**config.mk**
```make
export PLATFORM = sky130hd
export DESIGN_NAME = udp_engine
export DESIGN_NICKNAME = d
export VERILOG_FILES = /design/src/common/udp_engine_pkg.sv /design/src/logic/pkt_fifo.sv /design/src/logic/udp_csr.sv /design/src/logic/udp_ctrl.sv /design/src/rx/udp_rx_parser.sv /design/src/tx/udp_tx_framer.sv /design/src/logic/udp_engine.sv
export SDC_FILE = /design/constraint.sdc
export NUM_CORES = 2
export LEC_CHECK = 0
export BUFFER_PORTS_ARGS = -buffer_cell sky130_fd_sc_hd__buf_4
export CORE_MARGIN = 4
export CORE_UTILIZATION = 35
export DETAILED_ROUTE_END_ITERATION = 10
export HOLD_SLACK_MARGIN = 0.06
export REMOVE_ABC_BUFFERS = 1
export SYNTH_ARGS = -nofsm -noshare
export SYNTH_HDL_FRONTEND = slang
export SYNTH_SLANG_ARGS = --single-unit
export TNS_END_PERCENT = 1
```
**constraint.sdc**
```tcl
create_clock -name clk -period 3.75 [get_ports clk]
set_input_delay 0.5625 -clock clk [delete_from_list [all_inputs] [get_ports clk]]
set_output_delay 0.5625 -clock clk [all_outputs]
set_load 0.01 [all_outputs]
```
**src/common/udp_engine_pkg.sv**
```systemverilog
package udp_engine_pkg;

  typedef logic [7:0]  byte_t;
  typedef logic [31:0] ip_addr_t;
  typedef logic [15:0] udp_port_t;
  typedef logic [15:0] udp_len_t;
  typedef logic [3:0]  csr_addr_t;
  typedef logic [31:0] csr_data_t;

  typedef enum logic {
    HEADER,
    PAYLOAD
  } rx_state_e;

  typedef enum logic [1:0] {
    TX_IDLE,
    TX_HEADER,
    TX_PAYLOAD
  } tx_state_e;

  // IP, src port, dst port, length, checksum
  localparam int       FRAME_HDR_BYTES = 12;
  localparam int       HDR_CNT_W       = $clog2(FRAME_HDR_BYTES);
  localparam udp_len_t UDP_HDR_LEN     = 16'd8;

  localparam csr_addr_t REG_CTRL       = 4'd0;
  localparam csr_addr_t REG_STATUS     = 4'd1;
  localparam csr_addr_t REG_SEND_IP    = 4'd2;
  localparam csr_addr_t REG_SEND_PORTS = 4'd3;
  localparam csr_addr_t REG_SEND_LEN   = 4'd4;
  localparam csr_addr_t REG_RECV_IP    = 4'd5;
  localparam csr_addr_t REG_RECV_PORTS = 4'd6;
  localparam csr_addr_t REG_RECV_LEN   = 4'd7;
  localparam csr_addr_t REG_RX_DATA    = 4'd8;
  localparam csr_addr_t REG_TX_DATA    = 4'd9;

  // REG_CTRL trigger bits
  localparam int CTRL_SEND      = 0;
  localparam int CTRL_CLR_IRQ   = 1;
  localparam int CTRL_CLR_RXF   = 2;
  localparam int CTRL_CLR_TXF   = 3;

endpackage

```
**src/logic/pkt_fifo.sv**
```systemverilog
`timescale 1ns/10ps

module pkt_fifo #(
  parameter int FIFO_DEPTH = 64
) (
  input  logic                  clk,
  input  logic                  rst,
  input  logic                  i_clear,
  input  logic                  i_push,
  input  udp_engine_pkg::byte_t i_data,
  input  logic                  i_pop,
  output udp_engine_pkg::byte_t o_data,
  output logic                  o_empty,
  output logic                  o_full
);
  import udp_engine_pkg::*;

  localparam int AW = $clog2(FIFO_DEPTH);

  byte_t       mem [FIFO_DEPTH];
  logic [AW:0] wr_ptr, rd_ptr;
  logic        do_push, do_pop;

  // Extra MSB tells a full buffer from an empty one
  assign o_empty = (wr_ptr == rd_ptr);
  assign o_full  = (wr_ptr[AW] != rd_ptr[AW]) && (wr_ptr[AW-1:0] == rd_ptr[AW-1:0]);
  assign o_data  = mem[rd_ptr[AW-1:0]];

  assign do_push = i_push && !o_full;
  assign do_pop  = i_pop && !o_empty;

  always_ff @(posedge clk) begin
    if (rst || i_clear) begin
      wr_ptr <= '0;
      rd_ptr <= '0;
    end else begin
      if (do_push) begin
        wr_ptr <= wr_ptr + 1'b1;
      end
      if (do_pop) begin
        rd_ptr <= rd_ptr + 1'b1;
      end
    end
  end

  always_ff @(posedge clk) begin
    if (do_push) begin
      mem[wr_ptr[AW-1:0]] <= i_data;
    end
  end

endmodule

```
**src/logic/udp_csr.sv**
```systemverilog
`timescale 1ns/10ps

module udp_csr (
  input  logic                      clk,
  input  logic                      rst,
  input  logic                      i_csr_valid,
  input  logic                      i_csr_write,
  input  udp_engine_pkg::csr_addr_t i_csr_addr,
  input  udp_engine_pkg::csr_data_t i_csr_wdata,
  output logic                      o_csr_rvalid,
  output udp_engine_pkg::csr_data_t o_csr_rdata,
  input  udp_engine_pkg::ip_addr_t  i_recv_ip,
  input  udp_engine_pkg::udp_port_t i_recv_src_port,
  input  udp_engine_pkg::udp_port_t i_recv_dst_port,
  input  udp_engine_pkg::udp_len_t  i_recv_len,
  input  logic                      i_irq_rx,
  input  logic                      i_irq_tx,
  input  logic                      i_send_busy,
  input  udp_engine_pkg::byte_t     i_rx_fifo_data,
  input  logic                      i_rx_fifo_empty,
  input  logic                      i_rx_fifo_full,
  input  logic                      i_tx_fifo_empty,
  input  logic                      i_tx_fifo_full,
  output udp_engine_pkg::ip_addr_t  o_send_ip,
  output udp_engine_pkg::udp_port_t o_send_src_port,
  output udp_engine_pkg::udp_port_t o_send_dst_port,
  output udp_engine_pkg::udp_len_t  o_send_len,
  output logic                      o_send_trig,
  output logic                      o_clear_irq,
  output logic                      o_rx_fifo_clear,
  output logic                      o_tx_fifo_clear,
  output logic                      o_rx_fifo_pop,
  output logic                      o_tx_fifo_push,
  output udp_engine_pkg::byte_t     o_tx_fifo_data
);
  import udp_engine_pkg::*;

  logic      wr_en, rd_en, ctrl_wr;
  csr_data_t rd_mux;

  assign wr_en   = i_csr_valid && i_csr_write;
  assign rd_en   = i_csr_valid && !i_csr_write;
  assign ctrl_wr = wr_en && (i_csr_addr == REG_CTRL);

  // Triggers last exactly one bus cycle
  assign o_send_trig     = ctrl_wr && i_csr_wdata[CTRL_SEND];
  assign o_clear_irq     = ctrl_wr && i_csr_wdata[CTRL_CLR_IRQ];
  assign o_rx_fifo_clear = ctrl_wr && i_csr_wdata[CTRL_CLR_RXF];
  assign o_tx_fifo_clear = ctrl_wr && i_csr_wdata[CTRL_CLR_TXF];

  assign o_rx_fifo_pop  = rd_en && (i_csr_addr == REG_RX_DATA);
  assign o_tx_fifo_push = wr_en && (i_csr_addr == REG_TX_DATA);
  assign o_tx_fifo_data = i_csr_wdata[7:0];

  always_ff @(posedge clk) begin
    if (rst) begin
      o_send_ip       <= '0;
      o_send_src_port <= '0;
      o_send_dst_port <= '0;
      o_send_len      <= '0;
    end else if (wr_en) begin
      case (i_csr_addr)
        REG_SEND_IP:    o_send_ip <= i_csr_wdata;
        REG_SEND_PORTS: begin
          o_send_src_port <= i_csr_wdata[31:16];
          o_send_dst_port <= i_csr_wdata[15:0];
        end
        REG_SEND_LEN:   o_send_len <= i_csr_wdata[15:0];
        default: ;
      endcase
    end
  end

  always_comb begin
    rd_mux = '0;
    case (i_csr_addr)
      REG_STATUS: begin
        rd_mux[6:0] = {i_send_busy, i_tx_fifo_full, i_tx_fifo_empty,
                       i_rx_fifo_full, i_rx_fifo_empty, i_irq_tx, i_irq_rx};
      end
      REG_SEND_IP:    rd_mux = o_send_ip;
      REG_SEND_PORTS: rd_mux = {o_send_src_port, o_send_dst_port};
      REG_SEND_LEN:   rd_mux[15:0] = o_send_len;
      REG_RECV_IP:    rd_mux = i_recv_ip;
      REG_RECV_PORTS: rd_mux = {i_recv_src_port, i_recv_dst_port};
      REG_RECV_LEN:   rd_mux[15:0] = i_recv_len;
      // Empty FIFO reads as zero
      REG_RX_DATA: begin
        if (!i_rx_fifo_empty) begin
          rd_mux[7:0] = i_rx_fifo_data;
        end
      end
      default: ;
    endcase
  end

  always_ff @(posedge clk) begin
    if (rst) begin
      o_csr_rvalid <= 1'b0;
    end else begin
      o_csr_rvalid <= rd_en;
    end
  end

  always_ff @(posedge clk) begin
    if (rd_en) begin
      o_csr_rdata <= rd_mux;
    end
  end

endmodule

```
**src/logic/udp_ctrl.sv**
```systemverilog
`timescale 1ns/10ps

module udp_ctrl (
  input  logic                      clk,
  input  logic                      rst,
  input  logic                      i_hdr_valid,
  input  udp_engine_pkg::ip_addr_t  i_hdr_ip,
  input  udp_engine_pkg::udp_port_t i_hdr_src_port,
  input  udp_engine_pkg::udp_port_t i_hdr_dst_port,
  input  udp_engine_pkg::udp_len_t  i_hdr_len,
  input  logic                      i_rx_frame_done,
  input  logic                      i_send_trig,
  input  logic                      i_clear_irq,
  input  logic                      i_start_ready,
  input  logic                      i_tx_frame_done,
  output udp_engine_pkg::ip_addr_t  o_recv_ip,
  output udp_engine_pkg::udp_port_t o_recv_src_port,
  output udp_engine_pkg::udp_port_t o_recv_dst_port,
  output udp_engine_pkg::udp_len_t  o_recv_len,
  output logic                      o_start_valid,
  output logic                      o_send_busy,
  output logic                      o_irq_rx,
  output logic                      o_irq_tx
);
  import udp_engine_pkg::*;

  always_ff @(posedge clk) begin
    if (rst) begin
      o_recv_ip       <= '0;
      o_recv_src_port <= '0;
      o_recv_dst_port <= '0;
      o_recv_len      <= '0;
    end else if (i_hdr_valid) begin
      o_recv_ip       <= i_hdr_ip;
      o_recv_src_port <= i_hdr_src_port;
      o_recv_dst_port <= i_hdr_dst_port;
      o_recv_len      <= i_hdr_len;
    end
  end

  always_ff @(posedge clk) begin
    if (rst) begin
      o_start_valid <= 1'b0;
      o_send_busy   <= 1'b0;
      o_irq_rx      <= 1'b0;
      o_irq_tx      <= 1'b0;
    end else begin
      // Request stays pending until the framer is idle
      if (o_start_valid && i_start_ready) begin
        o_start_valid <= 1'b0;
      end
      if (i_send_trig) begin
        o_start_valid <= 1'b1;
      end

      if (i_tx_frame_done) begin
        o_send_busy <= 1'b0;
      end
      if (i_send_trig) begin
        o_send_busy <= 1'b1;
      end

      if (i_rx_frame_done) begin
        o_irq_rx <= 1'b1;
      end
      if (i_tx_frame_done) begin
        o_irq_tx <= 1'b1;
      end
      // Clear beats a set in the same cycle
      if (i_clear_irq) begin
        o_irq_rx <= 1'b0;
        o_irq_tx <= 1'b0;
      end
    end
  end

endmodule

```
**src/rx/udp_rx_parser.sv**
```systemverilog
`timescale 1ns/10ps

module udp_rx_parser (
  input  logic                      clk,
  input  logic                      rst,
  input  logic                      i_rx_valid,
  input  udp_engine_pkg::byte_t     i_rx_data,
  input  logic                      i_rx_last,
  input  logic                      i_fifo_full,
  output logic                      o_rx_ready,
  output logic                      o_hdr_valid,
  output udp_engine_pkg::ip_addr_t  o_hdr_ip,
  output udp_engine_pkg::udp_port_t o_hdr_src_port,
  output udp_engine_pkg::udp_port_t o_hdr_dst_port,
  output udp_engine_pkg::udp_len_t  o_hdr_len,
  output logic                      o_fifo_push,
  output udp_engine_pkg::byte_t     o_fifo_data,
  output logic                      o_frame_done
);
  import udp_engine_pkg::*;

  // Checksum bytes are dropped, only IP, ports and length are kept
  localparam int                   FIELD_BYTES = FRAME_HDR_BYTES - 2;
  localparam logic [HDR_CNT_W-1:0] HDR_LAST    = HDR_CNT_W'(FRAME_HDR_BYTES - 1);

  rx_state_e             state;
  logic [HDR_CNT_W-1:0]  hdr_cnt;
  logic [8*FIELD_BYTES-1:0] hdr_sr;
  logic                  rx_en;
  logic                  xfer;

  // Held low for the first cycle out of reset
  assign o_rx_ready = rx_en && ((state == HEADER) || !i_fifo_full);
  assign xfer       = i_rx_valid && o_rx_ready;

  assign o_hdr_valid    = xfer && (state == HEADER) && (hdr_cnt == HDR_LAST);
  assign o_hdr_ip       = hdr_sr[79:48];
  assign o_hdr_src_port = hdr_sr[47:32];
  assign o_hdr_dst_port = hdr_sr[31:16];
  assign o_hdr_len      = hdr_sr[15:0];

  assign o_fifo_push  = xfer && (state == PAYLOAD);
  assign o_fifo_data  = i_rx_data;
  assign o_frame_done = o_fifo_push && i_rx_last;

  always_ff @(posedge clk) begin
    if (rst) begin
      rx_en   <= 1'b0;
      state   <= HEADER;
      hdr_cnt <= '0;
    end else begin
      rx_en <= 1'b1;
      if (xfer) begin
        case (state)
          HEADER: begin
            if (hdr_cnt == HDR_LAST) begin
              hdr_cnt <= '0;
              state   <= PAYLOAD;
            end else begin
              hdr_cnt <= hdr_cnt + 1'b1;
            end
          end
          PAYLOAD: begin
            if (i_rx_last) begin
              state <= HEADER;
            end
          end
          default: state <= HEADER;
        endcase
      end
    end
  end

  // MSB first, so the first byte ends up on top
  always_ff @(posedge clk) begin
    if (xfer && (state == HEADER) && (hdr_cnt < FIELD_BYTES)) begin
      hdr_sr <= {hdr_sr[8*FIELD_BYTES-9:0], i_rx_data};
    end
  end

endmodule

```
**src/tx/udp_tx_framer.sv**
```systemverilog
`timescale 1ns/10ps

module udp_tx_framer (
  input  logic                      clk,
  input  logic                      rst,
  input  logic                      i_start_valid,
  input  udp_engine_pkg::ip_addr_t  i_send_ip,
  input  udp_engine_pkg::udp_port_t i_send_src_port,
  input  udp_engine_pkg::udp_port_t i_send_dst_port,
  input  udp_engine_pkg::udp_len_t  i_send_len,
  input  udp_engine_pkg::byte_t     i_fifo_data,
  input  logic                      i_fifo_empty,
  input  logic                      i_tx_ready,
  output logic                      o_start_ready,
  output logic                      o_fifo_pop,
  output logic                      o_tx_valid,
  output udp_engine_pkg::byte_t     o_tx_data,
  output logic                      o_tx_last,
  output logic                      o_frame_done
);
  import udp_engine_pkg::*;

  localparam logic [HDR_CNT_W-1:0] HDR_LAST = HDR_CNT_W'(FRAME_HDR_BYTES - 1);

  tx_state_e                    state;
  logic [HDR_CNT_W-1:0]         hdr_cnt;
  logic [8*FRAME_HDR_BYTES-1:0] hdr_sr;
  udp_len_t                     pay_cnt;
  logic                         xfer;

  assign o_start_ready = (state == TX_IDLE);

  always_comb begin
    o_tx_valid = 1'b0;
    o_tx_last  = 1'b0;
    case (state)
      TX_HEADER: begin
        o_tx_valid = 1'b1;
        // Zero-length frame ends on the checksum
        o_tx_last  = (hdr_cnt == HDR_LAST) && (pay_cnt == '0);
      end
      TX_PAYLOAD: begin
        o_tx_valid = !i_fifo_empty;
        o_tx_last  = (pay_cnt == 16'd1);
      end
      default: ;
    endcase
  end

  assign o_tx_data    = (state == TX_PAYLOAD) ? i_fifo_data : hdr_sr[8*FRAME_HDR_BYTES-1 -: 8];
  assign xfer         = o_tx_valid && i_tx_ready;
  assign o_fifo_pop   = xfer && (state == TX_PAYLOAD);
  assign o_frame_done = xfer && o_tx_last;

  always_ff @(posedge clk) begin
    if (rst) begin
      state   <= TX_IDLE;
      hdr_cnt <= '0;
    end else begin
      case (state)
        TX_IDLE: begin
          hdr_cnt <= '0;
          if (i_start_valid) begin
            state <= TX_HEADER;
          end
        end
        TX_HEADER: begin
          if (xfer) begin
            hdr_cnt <= hdr_cnt + 1'b1;
            if (hdr_cnt == HDR_LAST) begin
              state <= (pay_cnt == '0) ? TX_IDLE : TX_PAYLOAD;
            end
          end
        end
        TX_PAYLOAD: begin
          if (xfer && o_tx_last) begin
            state <= TX_IDLE;
          end
        end
        default: state <= TX_IDLE;
      endcase
    end
  end

  // Header fields are taken when the start is accepted, checksum left at zero
  always_ff @(posedge clk) begin
    if (o_start_ready && i_start_valid) begin
      hdr_sr  <= {i_send_ip, i_send_src_port, i_send_dst_port,
                  udp_len_t'(i_send_len + UDP_HDR_LEN), 16'h0000};
      pay_cnt <= i_send_len;
    end else if (xfer && (state == TX_HEADER)) begin
      hdr_sr <= {hdr_sr[8*FRAME_HDR_BYTES-9:0], 8'h00};
    end else if (o_fifo_pop) begin
      pay_cnt <= pay_cnt - 1'b1;
    end
  end

endmodule

```
**src/logic/udp_engine.sv**
```systemverilog
`timescale 1ns/10ps

module udp_engine #(
  parameter int FIFO_DEPTH = 64
) (
  input  logic                      clk,
  input  logic                      rst,
  input  logic                      i_csr_valid,
  input  logic                      i_csr_write,
  input  udp_engine_pkg::csr_addr_t i_csr_addr,
  input  udp_engine_pkg::csr_data_t i_csr_wdata,
  output logic                      o_csr_rvalid,
  output udp_engine_pkg::csr_data_t o_csr_rdata,
  input  logic                      i_rx_valid,
  input  udp_engine_pkg::byte_t     i_rx_data,
  input  logic                      i_rx_last,
  output logic                      o_rx_ready,
  output logic                      o_tx_valid,
  output udp_engine_pkg::byte_t     o_tx_data,
  output logic                      o_tx_last,
  input  logic                      i_tx_ready,
  output logic                      o_pkt_recv,
  output logic                      o_pkt_sent
);
  import udp_engine_pkg::*;

  ip_addr_t  recv_ip, send_ip, hdr_ip;
  udp_port_t recv_src_port, recv_dst_port, send_src_port, send_dst_port;
  udp_port_t hdr_src_port, hdr_dst_port;
  udp_len_t  recv_len, send_len, hdr_len;
  logic      hdr_valid, rx_frame_done, tx_frame_done;
  logic      send_trig, clear_irq, send_busy;
  logic      start_valid, start_ready;

  // FIFO side
  logic      rx_fifo_clear, rx_fifo_push, rx_fifo_pop, rx_fifo_empty, rx_fifo_full;
  logic      tx_fifo_clear, tx_fifo_push, tx_fifo_pop, tx_fifo_empty, tx_fifo_full;
  byte_t     rx_fifo_wdata, rx_fifo_rdata, tx_fifo_wdata, tx_fifo_rdata;

  udp_csr u_csr (
    .clk              (clk),
    .rst              (rst),
    .i_csr_valid      (i_csr_valid),
    .i_csr_write      (i_csr_write),
    .i_csr_addr       (i_csr_addr),
    .i_csr_wdata      (i_csr_wdata),
    .o_csr_rvalid     (o_csr_rvalid),
    .o_csr_rdata      (o_csr_rdata),
    .i_recv_ip        (recv_ip),
    .i_recv_src_port  (recv_src_port),
    .i_recv_dst_port  (recv_dst_port),
    .i_recv_len       (recv_len),
    .i_irq_rx         (o_pkt_recv),
    .i_irq_tx         (o_pkt_sent),
    .i_send_busy      (send_busy),
    .i_rx_fifo_data   (rx_fifo_rdata),
    .i_rx_fifo_empty  (rx_fifo_empty),
    .i_rx_fifo_full   (rx_fifo_full),
    .i_tx_fifo_empty  (tx_fifo_empty),
    .i_tx_fifo_full   (tx_fifo_full),
    .o_send_ip        (send_ip),
    .o_send_src_port  (send_src_port),
    .o_send_dst_port  (send_dst_port),
    .o_send_len       (send_len),
    .o_send_trig      (send_trig),
    .o_clear_irq      (clear_irq),
    .o_rx_fifo_clear  (rx_fifo_clear),
    .o_tx_fifo_clear  (tx_fifo_clear),
    .o_rx_fifo_pop    (rx_fifo_pop),
    .o_tx_fifo_push   (tx_fifo_push),
    .o_tx_fifo_data   (tx_fifo_wdata)
  );

  udp_ctrl u_ctrl (
    .clk              (clk),
    .rst              (rst),
    .i_hdr_valid      (hdr_valid),
    .i_hdr_ip         (hdr_ip),
    .i_hdr_src_port   (hdr_src_port),
    .i_hdr_dst_port   (hdr_dst_port),
    .i_hdr_len        (hdr_len),
    .i_rx_frame_done  (rx_frame_done),
    .i_send_trig      (send_trig),
    .i_clear_irq      (clear_irq),
    .i_start_ready    (start_ready),
    .i_tx_frame_done  (tx_frame_done),
    .o_recv_ip        (recv_ip),
    .o_recv_src_port  (recv_src_port),
    .o_recv_dst_port  (recv_dst_port),
    .o_recv_len       (recv_len),
    .o_start_valid    (start_valid),
    .o_send_busy      (send_busy),
    .o_irq_rx         (o_pkt_recv),
    .o_irq_tx         (o_pkt_sent)
  );

  pkt_fifo #(.FIFO_DEPTH(FIFO_DEPTH)) u_rx_fifo (
    .clk     (clk),
    .rst     (rst),
    .i_clear (rx_fifo_clear),
    .i_push  (rx_fifo_push),
    .i_data  (rx_fifo_wdata),
    .i_pop   (rx_fifo_pop),
    .o_data  (rx_fifo_rdata),
    .o_empty (rx_fifo_empty),
    .o_full  (rx_fifo_full)
  );

  pkt_fifo #(.FIFO_DEPTH(FIFO_DEPTH)) u_tx_fifo (
    .clk     (clk),
    .rst     (rst),
    .i_clear (tx_fifo_clear),
    .i_push  (tx_fifo_push),
    .i_data  (tx_fifo_wdata),
    .i_pop   (tx_fifo_pop),
    .o_data  (tx_fifo_rdata),
    .o_empty (tx_fifo_empty),
    .o_full  (tx_fifo_full)
  );

  udp_rx_parser u_rx_parser (
    .clk            (clk),
    .rst            (rst),
    .i_rx_valid     (i_rx_valid),
    .i_rx_data      (i_rx_data),
    .i_rx_last      (i_rx_last),
    .i_fifo_full    (rx_fifo_full),
    .o_rx_ready     (o_rx_ready),
    .o_hdr_valid    (hdr_valid),
    .o_hdr_ip       (hdr_ip),
    .o_hdr_src_port (hdr_src_port),
    .o_hdr_dst_port (hdr_dst_port),
    .o_hdr_len      (hdr_len),
    .o_fifo_push    (rx_fifo_push),
    .o_fifo_data    (rx_fifo_wdata),
    .o_frame_done   (rx_frame_done)
  );

  udp_tx_framer u_tx_framer (
    .clk             (clk),
    .rst             (rst),
    .i_start_valid   (start_valid),
    .i_send_ip       (send_ip),
    .i_send_src_port (send_src_port),
    .i_send_dst_port (send_dst_port),
    .i_send_len      (send_len),
    .i_fifo_data     (tx_fifo_rdata),
    .i_fifo_empty    (tx_fifo_empty),
    .i_tx_ready      (i_tx_ready),
    .o_start_ready   (start_ready),
    .o_fifo_pop      (tx_fifo_pop),
    .o_tx_valid      (o_tx_valid),
    .o_tx_data       (o_tx_data),
    .o_tx_last       (o_tx_last),
    .o_frame_done    (tx_frame_done)
  );

endmodule

```
* Word-level counts from Yosys, hierarchy flattened
Memory sizes are Yosys's and may differ from the RTL's. A register that Yosys moved wholly into a read port is not among the register bits.
Index checks and enable logic that the tools add are counted.
** Word-level totals
- Output and inout bits :: 46
- Bits in writable memories :: 1024
- Input port bits :: 51
- Register bits after elaboration :: 413
- Memories kept :: 2
- Logic and storage cells :: 153
** Memory list
- u_rx_fifo.mem :: depth 64, width 8, read ports 1, clocked after memory_dff 1, wr ports 1, line pkt_fifo.sv:20 : byte_t mem [FIFO_DEPTH];
- u_tx_fifo.mem :: depth 64, width 8, read ports 1, clocked after memory_dff 1, wr ports 1, line pkt_fifo.sv:20
** Operators by class
- Add/sub/neg operators :: 8
- Reductions and logical operators :: 52
- Magnitude comparators :: 1
- Muxes and demuxes :: 38
- Bitwise gates (word level) :: 1
- Eq/ne operators :: 25
** Operators with widths (count)
- $mux 96 :: 2
- $pmux 16 s4 :: 1
- $pmux 7 s8 :: 1
- $mux 16 :: 3
- $pmux 8 s6 :: 1
- $add 7x1->7 const B :: 4
- $logic_and 1x1->1 :: 28
- $mux 6 :: 4
- $add 16x4->16 const B :: 1
- $eq 16x1->1 const B :: 1
- $eq 4x3->1 const B :: 4
- $eq 4x4->1 const B :: 4
- $logic_not 16->1 :: 1
- $mux 8 :: 2
- $sub 16x1->16 const B :: 1
- $eq 7x7->1 :: 2
- $eq 6x6->1 :: 2
- $reduce_and 2->1 :: 6
- $mux 1 :: 11
- $mux 2 :: 5
- $reduce_bool 2->1 :: 5
- $add 4x1->4 const B :: 2
- $eq 4x2->1 const B :: 2
- $mux 4 :: 2
- 18 further kinds :: 30

* Logic depth before layout (Yosys ltp)
- Depth in word-level cells :: 10
- Mapped depth :: 10
- Depth with buffers taken out :: 8

* By module
A second synthesis with hierarchy kept.
** Second synthesis, totals
- Cells, all modules :: 3566
- Area, all modules :: 57844.2 um2
** By module, submodules not included
- pkt_fifo :: cells each 1036, seq. area each 15775.1 um2, area an instance 20870.0 um2, instances 2
- udp_csr :: cells each 592, seq. area each 2582.5 um2, area an instance 5306.3 um2, instances 1
- udp_tx_framer :: cells each 510, seq. area each 3002.9 um2, area an instance 5027.3 um2, instances 1
- udp_ctrl :: cells each 271, seq. area each 1681.6 um2, area an instance 3001.6 um2, instances 1
- udp_rx_parser :: cells each 121, seq. area each 2522.4 um2, area an instance 2768.9 um2, instances 1

* Least setup slack after synthesis
No wires, ideal clock.
- Path type :: register to register
- From :: register u_tx_framer.state[0]
- To :: register u_tx_framer.hdr_sr[16] (enable)
- Required time :: 2.954 ns
- Setup slack :: 0.140 ns
- Arrival time :: 2.815 ns
- Setup time :: 0.796 ns
- Stages on the path, launching flop included :: 7
- Buffers on the path :: 2
- Path through :: dfxtp_1 -> inv_1 -> ha_1 -> nand2_1 -> buf_1 -> clkbuf_1 -> nand2_1
** On the way
- Longest elaborated chain between the ends :: 5
** RTL lines
- start: declaration :: line udp_tx_framer.sv:25 : tx_state_e state;
- start signal: assignment :: line udp_tx_framer.sv:71 : state <= (pay_cnt == '0) ? TX_IDLE : TX_PAYLOAD;
- $eq 2x2->1 or $eq 2x1->1 (tied branches) :: line udp_tx_framer.sv:36, udp_tx_framer.sv:91
- $pmux 1 s2 :: line udp_tx_framer.sv:36 : case (state)
- $logic_and 1x1->1 :: line udp_tx_framer.sv:51 : assign xfer = o_tx_valid && i_tx_ready;
- $logic_and 1x1->1 :: line udp_tx_framer.sv:91 : end else if (xfer && (state == TX_HEADER)) begin
- $reduce_bool 2->1 (no line) (*)
- end signal: assignment :: line udp_tx_framer.sv:88 : hdr_sr <= {i_send_ip, i_send_src_port, i_send_dst_port,
- end signal: assignment :: line udp_tx_framer.sv:92 : hdr_sr <= {hdr_sr[8*FRAME_HDR_BYTES-9:0], 8'h00};
- end: declaration :: line udp_tx_framer.sv:27 : logic [8*FRAME_HDR_BYTES-1:0] hdr_sr;
Every way passes the cells marked *; elsewhere a longest branch is shown, timed or not.
A chain may end at the register's enable or synchronous reset.

==> reports/results.txt <==
The initial cell density of the core is 0.353. TritonCTS built the clock tree. The logs give 0 for the max capacitance violation total and 0 for the post-route antenna net violation count. The post-detailed-route via-to-cell ratio is 5.32. After the first detailed-routing iteration, the DRC count stood at 3662.

The power spent charging and discharging nets was 6.63 mW; the switching portion of total power was 0.206. Buffers inserted during clock tree synthesis total 142. After technology mapping, the gate count stands at 3512. The routed design could run at a clock period as short as 3.64 ns.

The met1 demand-to-capacity share in global routing was 0.245. Timing would allow up to 274 MHz. The worst register-to-register path ends at u_csr.o_csr_rdata[0]. During I/O placement, the number of pins put on the boundary was 97. The worst setup path is captured at a primary output. The number of input and output port buffers inserted is 96, and the reg2reg setup slack is 0.61 ns. The netlist uses 73 different library cells. The register clock-pin slew on the reported worst setup and hold paths works out to 0.06 ns.

Compared with the post-synthesis result, the final layout area differs by 17.3%. The proportion of power drawn by combinational gates is 0.019. The path with the worst hold slack has its endpoint at u_tx_framer.hdr_cnt[1]. The die covers 0.169 mm².

The post-synthesis sequential area ratio is 0.725. For this design the static power due to leakage is 21.0 nW. For the worst-skew pair, the clock arrives at the later sink with an insertion delay of 0.79 ns. The flow ran to the end, and the final reports show no timing, DRC or antenna violations. Traced cell by cell, the critical path runs through clkbuf_4, buf_4, mux4_2, mux2i_1, a2111oi_2, o21ai_0, nand3_1, buf_4. Die height: 412 µm. In this run the power density over the cells is 482 mW/mm².

The worst slew slack as a fraction of its limit is 0.312. The clock tree skew after final layout is 0.0363 ns. The count of yosys warnings during synthesis is 0, and the number of register bits inferred by synthesis is 1449. The mean instance size in the synthesized netlist was 16.2 µm²; the worst reg2reg path depth was 7.

Setup violations remaining at the end of the flow were counted as 0. The number of antenna violations at the first check in global routing came out at 2. The cell that appears most often on the critical path is buf_4. Of all nets on the critical path, the largest fanout is 4.

Area share of the leading cell type in the synthesized netlist: 0.649. The run gives 0.436 as the clock network fraction of total power. The commonest cells after synthesis are edfxtp_1, nand2_1, nor2_1. Summed over all layers, the routed wires come to 149 mm. In this run the clock root is driven by a clkbuf_16. For the share of total power in sequential cells, the log shows 0.545.

In this run the cell area of the synthesized design comes to 0.0570 mm². Number of flops mapped to enable cells by yosys: 1232. The most instantiated flip-flop cell in the synthesis netlist was edfxtp_1. The slowest stage of the critical path is the a2111oi_2 cell.

The final worst-path cycle share was 0.972. For the pin with the worst max-slew slack, the measured transition is 1.01 ns. The worst hold path passes through 2 cells.

The routability-driven placement congestion ratio was 0.859. The total overflow left after global routing is 0. The region available for standard cell placement spans 0.161 mm². For the number of placed cells counting well taps, the log shows 5810. The run gives 3902 as the net count reported at finish.

The largest total area in the synthesized netlist belongs to edfxtp_1. The average wire length per cell after detail routing came out at 24.3 µm. The tools report the number of global-route vias before repair as 32.3k. Launching element type of the critical path: a flop. The run gives 32.5k as the detailed-route via count. Data on the critical path is required at its endpoint by 3.19 ns. The met3 demand-to-capacity share in global routing was 0.0377. The minimum setup slack in the final design is 0.105 ns, and the post-DP HPWL is 92.8 mm. The met2 track utilization from global routing was 0.272; the standard-cell row count was 147. Fill cells in the final layout number 14.4k. In this run the horizontal extent of the chip is 412 µm. The stage delay of the slowest cell on the critical path was 0.62 ns. met2 is the most crowded layer. The worst-case IR drop observed on VDD is 0.591 mV. The startpoint of the worst hold path is rst. The first detailed-routing pass ran for 5 iterations. The largest net degree at the start of global routing is 83, and the endpoint arrival time on the critical path is 3.08 ns. The first global-routing pass estimated 218 mm of wire. After layout, the design draws a total of 32.2 mW.

Most frequently used cell type in the post-synthesis netlist: edfxtp_1. The tools report the pre-CTS worst setup slack as 0.328 ns. Setup repair after global routing left no endpoint under its margin. For the count of endpoints failing hold in the final timing report, the log shows 0. By area the synthesized netlist is led by edfxtp_1, mux4_2, dfxtp_1, nand2_1, a21oi_1. The CTS H-tree depth came out at 4.

The class of the tightest hold or removal check was input pin to flop. The tools report the worst-case clock buffer depth as 3. Share of synthesized flip-flops with an asynchronous set or reset: 0. The global router's overall resource usage is 0.173.

For this run, design rule violations remaining after detail routing come to 0. For the final count of pins violating max slew, the log shows 0. The total number of clock tree sinks is 1449, and the total internal power is 25.6 mW. The finished layout holds 6114 standard cells, fillers aside.

Kind of critical path: flop to primary output. The fraction of layout cells with a size suffix above 1 is 0.232.
[power groups by stage]
stage	clock network (mW)	registers [mW]	logic, mW
3_3_place_gp	0	17.9	0.587
5_1_grt	15.0	17.5	0.662
6_report	14.1	17.6	0.611
3_5_place_dp	0	17.9	0.599
2_1_floorplan	0	17.9	0.149
4_1_cts	14.3	17.5	0.619
[layout by cell type, fill, tap and decap left out, drive strengths merged, types with 16 or more instances in the layout]
| cell type | instances |
|---|---|
| inv | 27 |
| a22o | 19 |
| dlygate4sd3 | 24 |
| o22ai | 17 |
| xor2 | 29 |
| a22oi | 53 |
| a21oi | 210 |
| a221o | 16 |
| nor2 | 239 |
| nand3 | 45 |
| a221oi | 17 |
| mux2 | 87 |
| o21ai | 50 |
| xnor2 | 32 |
| buf | 356 |
| clkinv | 45 |
| nand2 | 455 |
| mux2i | 98 |
| nor2b | 26 |
| mux4 | 227 |
| dfxtp | 217 |
| nor3 | 22 |
| nand4 | 17 |
| clkbuf | 190 |
| edfxtp | 1232 |
[registers in the layout, indices dropped and copies added, names as in the netlist, 2 cells and up, named ones only]
name	flops
u_rx_parser.hdr_cnt	4
u_csr.o_send_dst_port	16
u_tx_framer.hdr_sr	80
u_rx_fifo.rd_ptr	7
u_tx_framer.pay_cnt	16
u_csr.o_send_src_port	16
u_ctrl.o_recv_src_port	16
u_rx_parser.hdr_sr	80
u_tx_fifo.mem	512
u_rx_fifo.mem	512
u_tx_fifo.rd_ptr	7
u_tx_framer.hdr_cnt	4
u_rx_fifo.wr_ptr	7
u_tx_fifo.wr_ptr	7
u_ctrl.o_recv_len	16
u_ctrl.o_recv_dst_port	16
u_tx_framer.state	2
u_csr.o_send_len	16
u_csr.o_send_ip	32
u_csr.o_csr_rdata	32
u_ctrl.o_recv_ip	32
[layer usage]
metal / wire length [µm] / vias to the layer above
li1: - / 14200
met1: 64800 / 16800
met2: 69800 / 1252
met3: 11100 / 193
met4: 3160 / 0
met5: 0 / -
[how the worst max path moves through the flow]
stage / from / end / slack, ns / depth (start not counted)
2_1_floorplan: flop / o_tx_data[0] / -3.31 / 6
3_5_place_dp: flop / o_tx_data[7] / 0.33 / 7
4_1_cts: flop / o_tx_data[1] / -0.03 / 7
3_3_place_gp: flop / o_tx_data[7] / 0.31 / 7
5_1_grt: flop / o_tx_data[1] / 0.01 / 10
6_report: flop / o_tx_data[2] / 0.11 / 8
[per-stage QoR]
step	util	hold slack [ns]	instance area [µm²]	setup TNS, ns
floorplan	-	0.426	56000	-413.04
global placement	0.382	0.432	61600	0
detailed placement	0.382	0.432	61600	0
CTS	0.413	0.140	66600	-0.0603
global route	0.414	0.172	66900	0
finish	0.414	0.196	66900	0
[kinds of logic (layout without fill, tap and decap cells)]
kind of cell	after synthesis	after routing	share of synthesized area
flip-flops	1449	1449	0.725
XOR/XNOR	61	61	0.00937
AO/OA/AOI/OAI	458	458	0.0516
multiplexers	412	412	0.125
adder cells (fa/ha/maj)	14	14	0.00307
buffers and inverters	221	661	0.0182
other	0	2	0
AND/OR/NAND/NOR	897	897	0.0680
[area by class of cell]
cell class	instances	area (µm²)	area share
diodes	2	5.00	0.0000749
repair buffers	385	3360	0.0503
flip-flops and latches	1449	41400	0.619
multi-input cells	1842	14800	0.222
clock inverters	73	767	0.0115
inverters	17	63.8	0.000954
clock buffers	186	3750	0.0561
well taps	2160	2700	0.0404
[worst max-delay path: cells and delay by family, from the launching register on]
kind                   cells  cell delay [ns]
AND/OR/NAND/NOR            1             0.19
AO/OA/AOI/OAI              2             0.86
buffers and inverters      3             0.50
multiplexers               2             0.42
flip-flops                 1             0.35
[what timing repair did]
| action | in CTS | in global routing |
|---|---|---|
| pin swaps | 1 | 0 |
| cloned | 2 | 3 |
| gates resized for setup | 36 | 18 |
| hold buffers | 24 | 0 |
| hold endpoints to repair | 54 | 0 |
| endpoints found under the setup margin | 8 | 7 |
| setup buffers | 5 | 9 |
No activity file was read; power rests on OpenSTA's default activity.
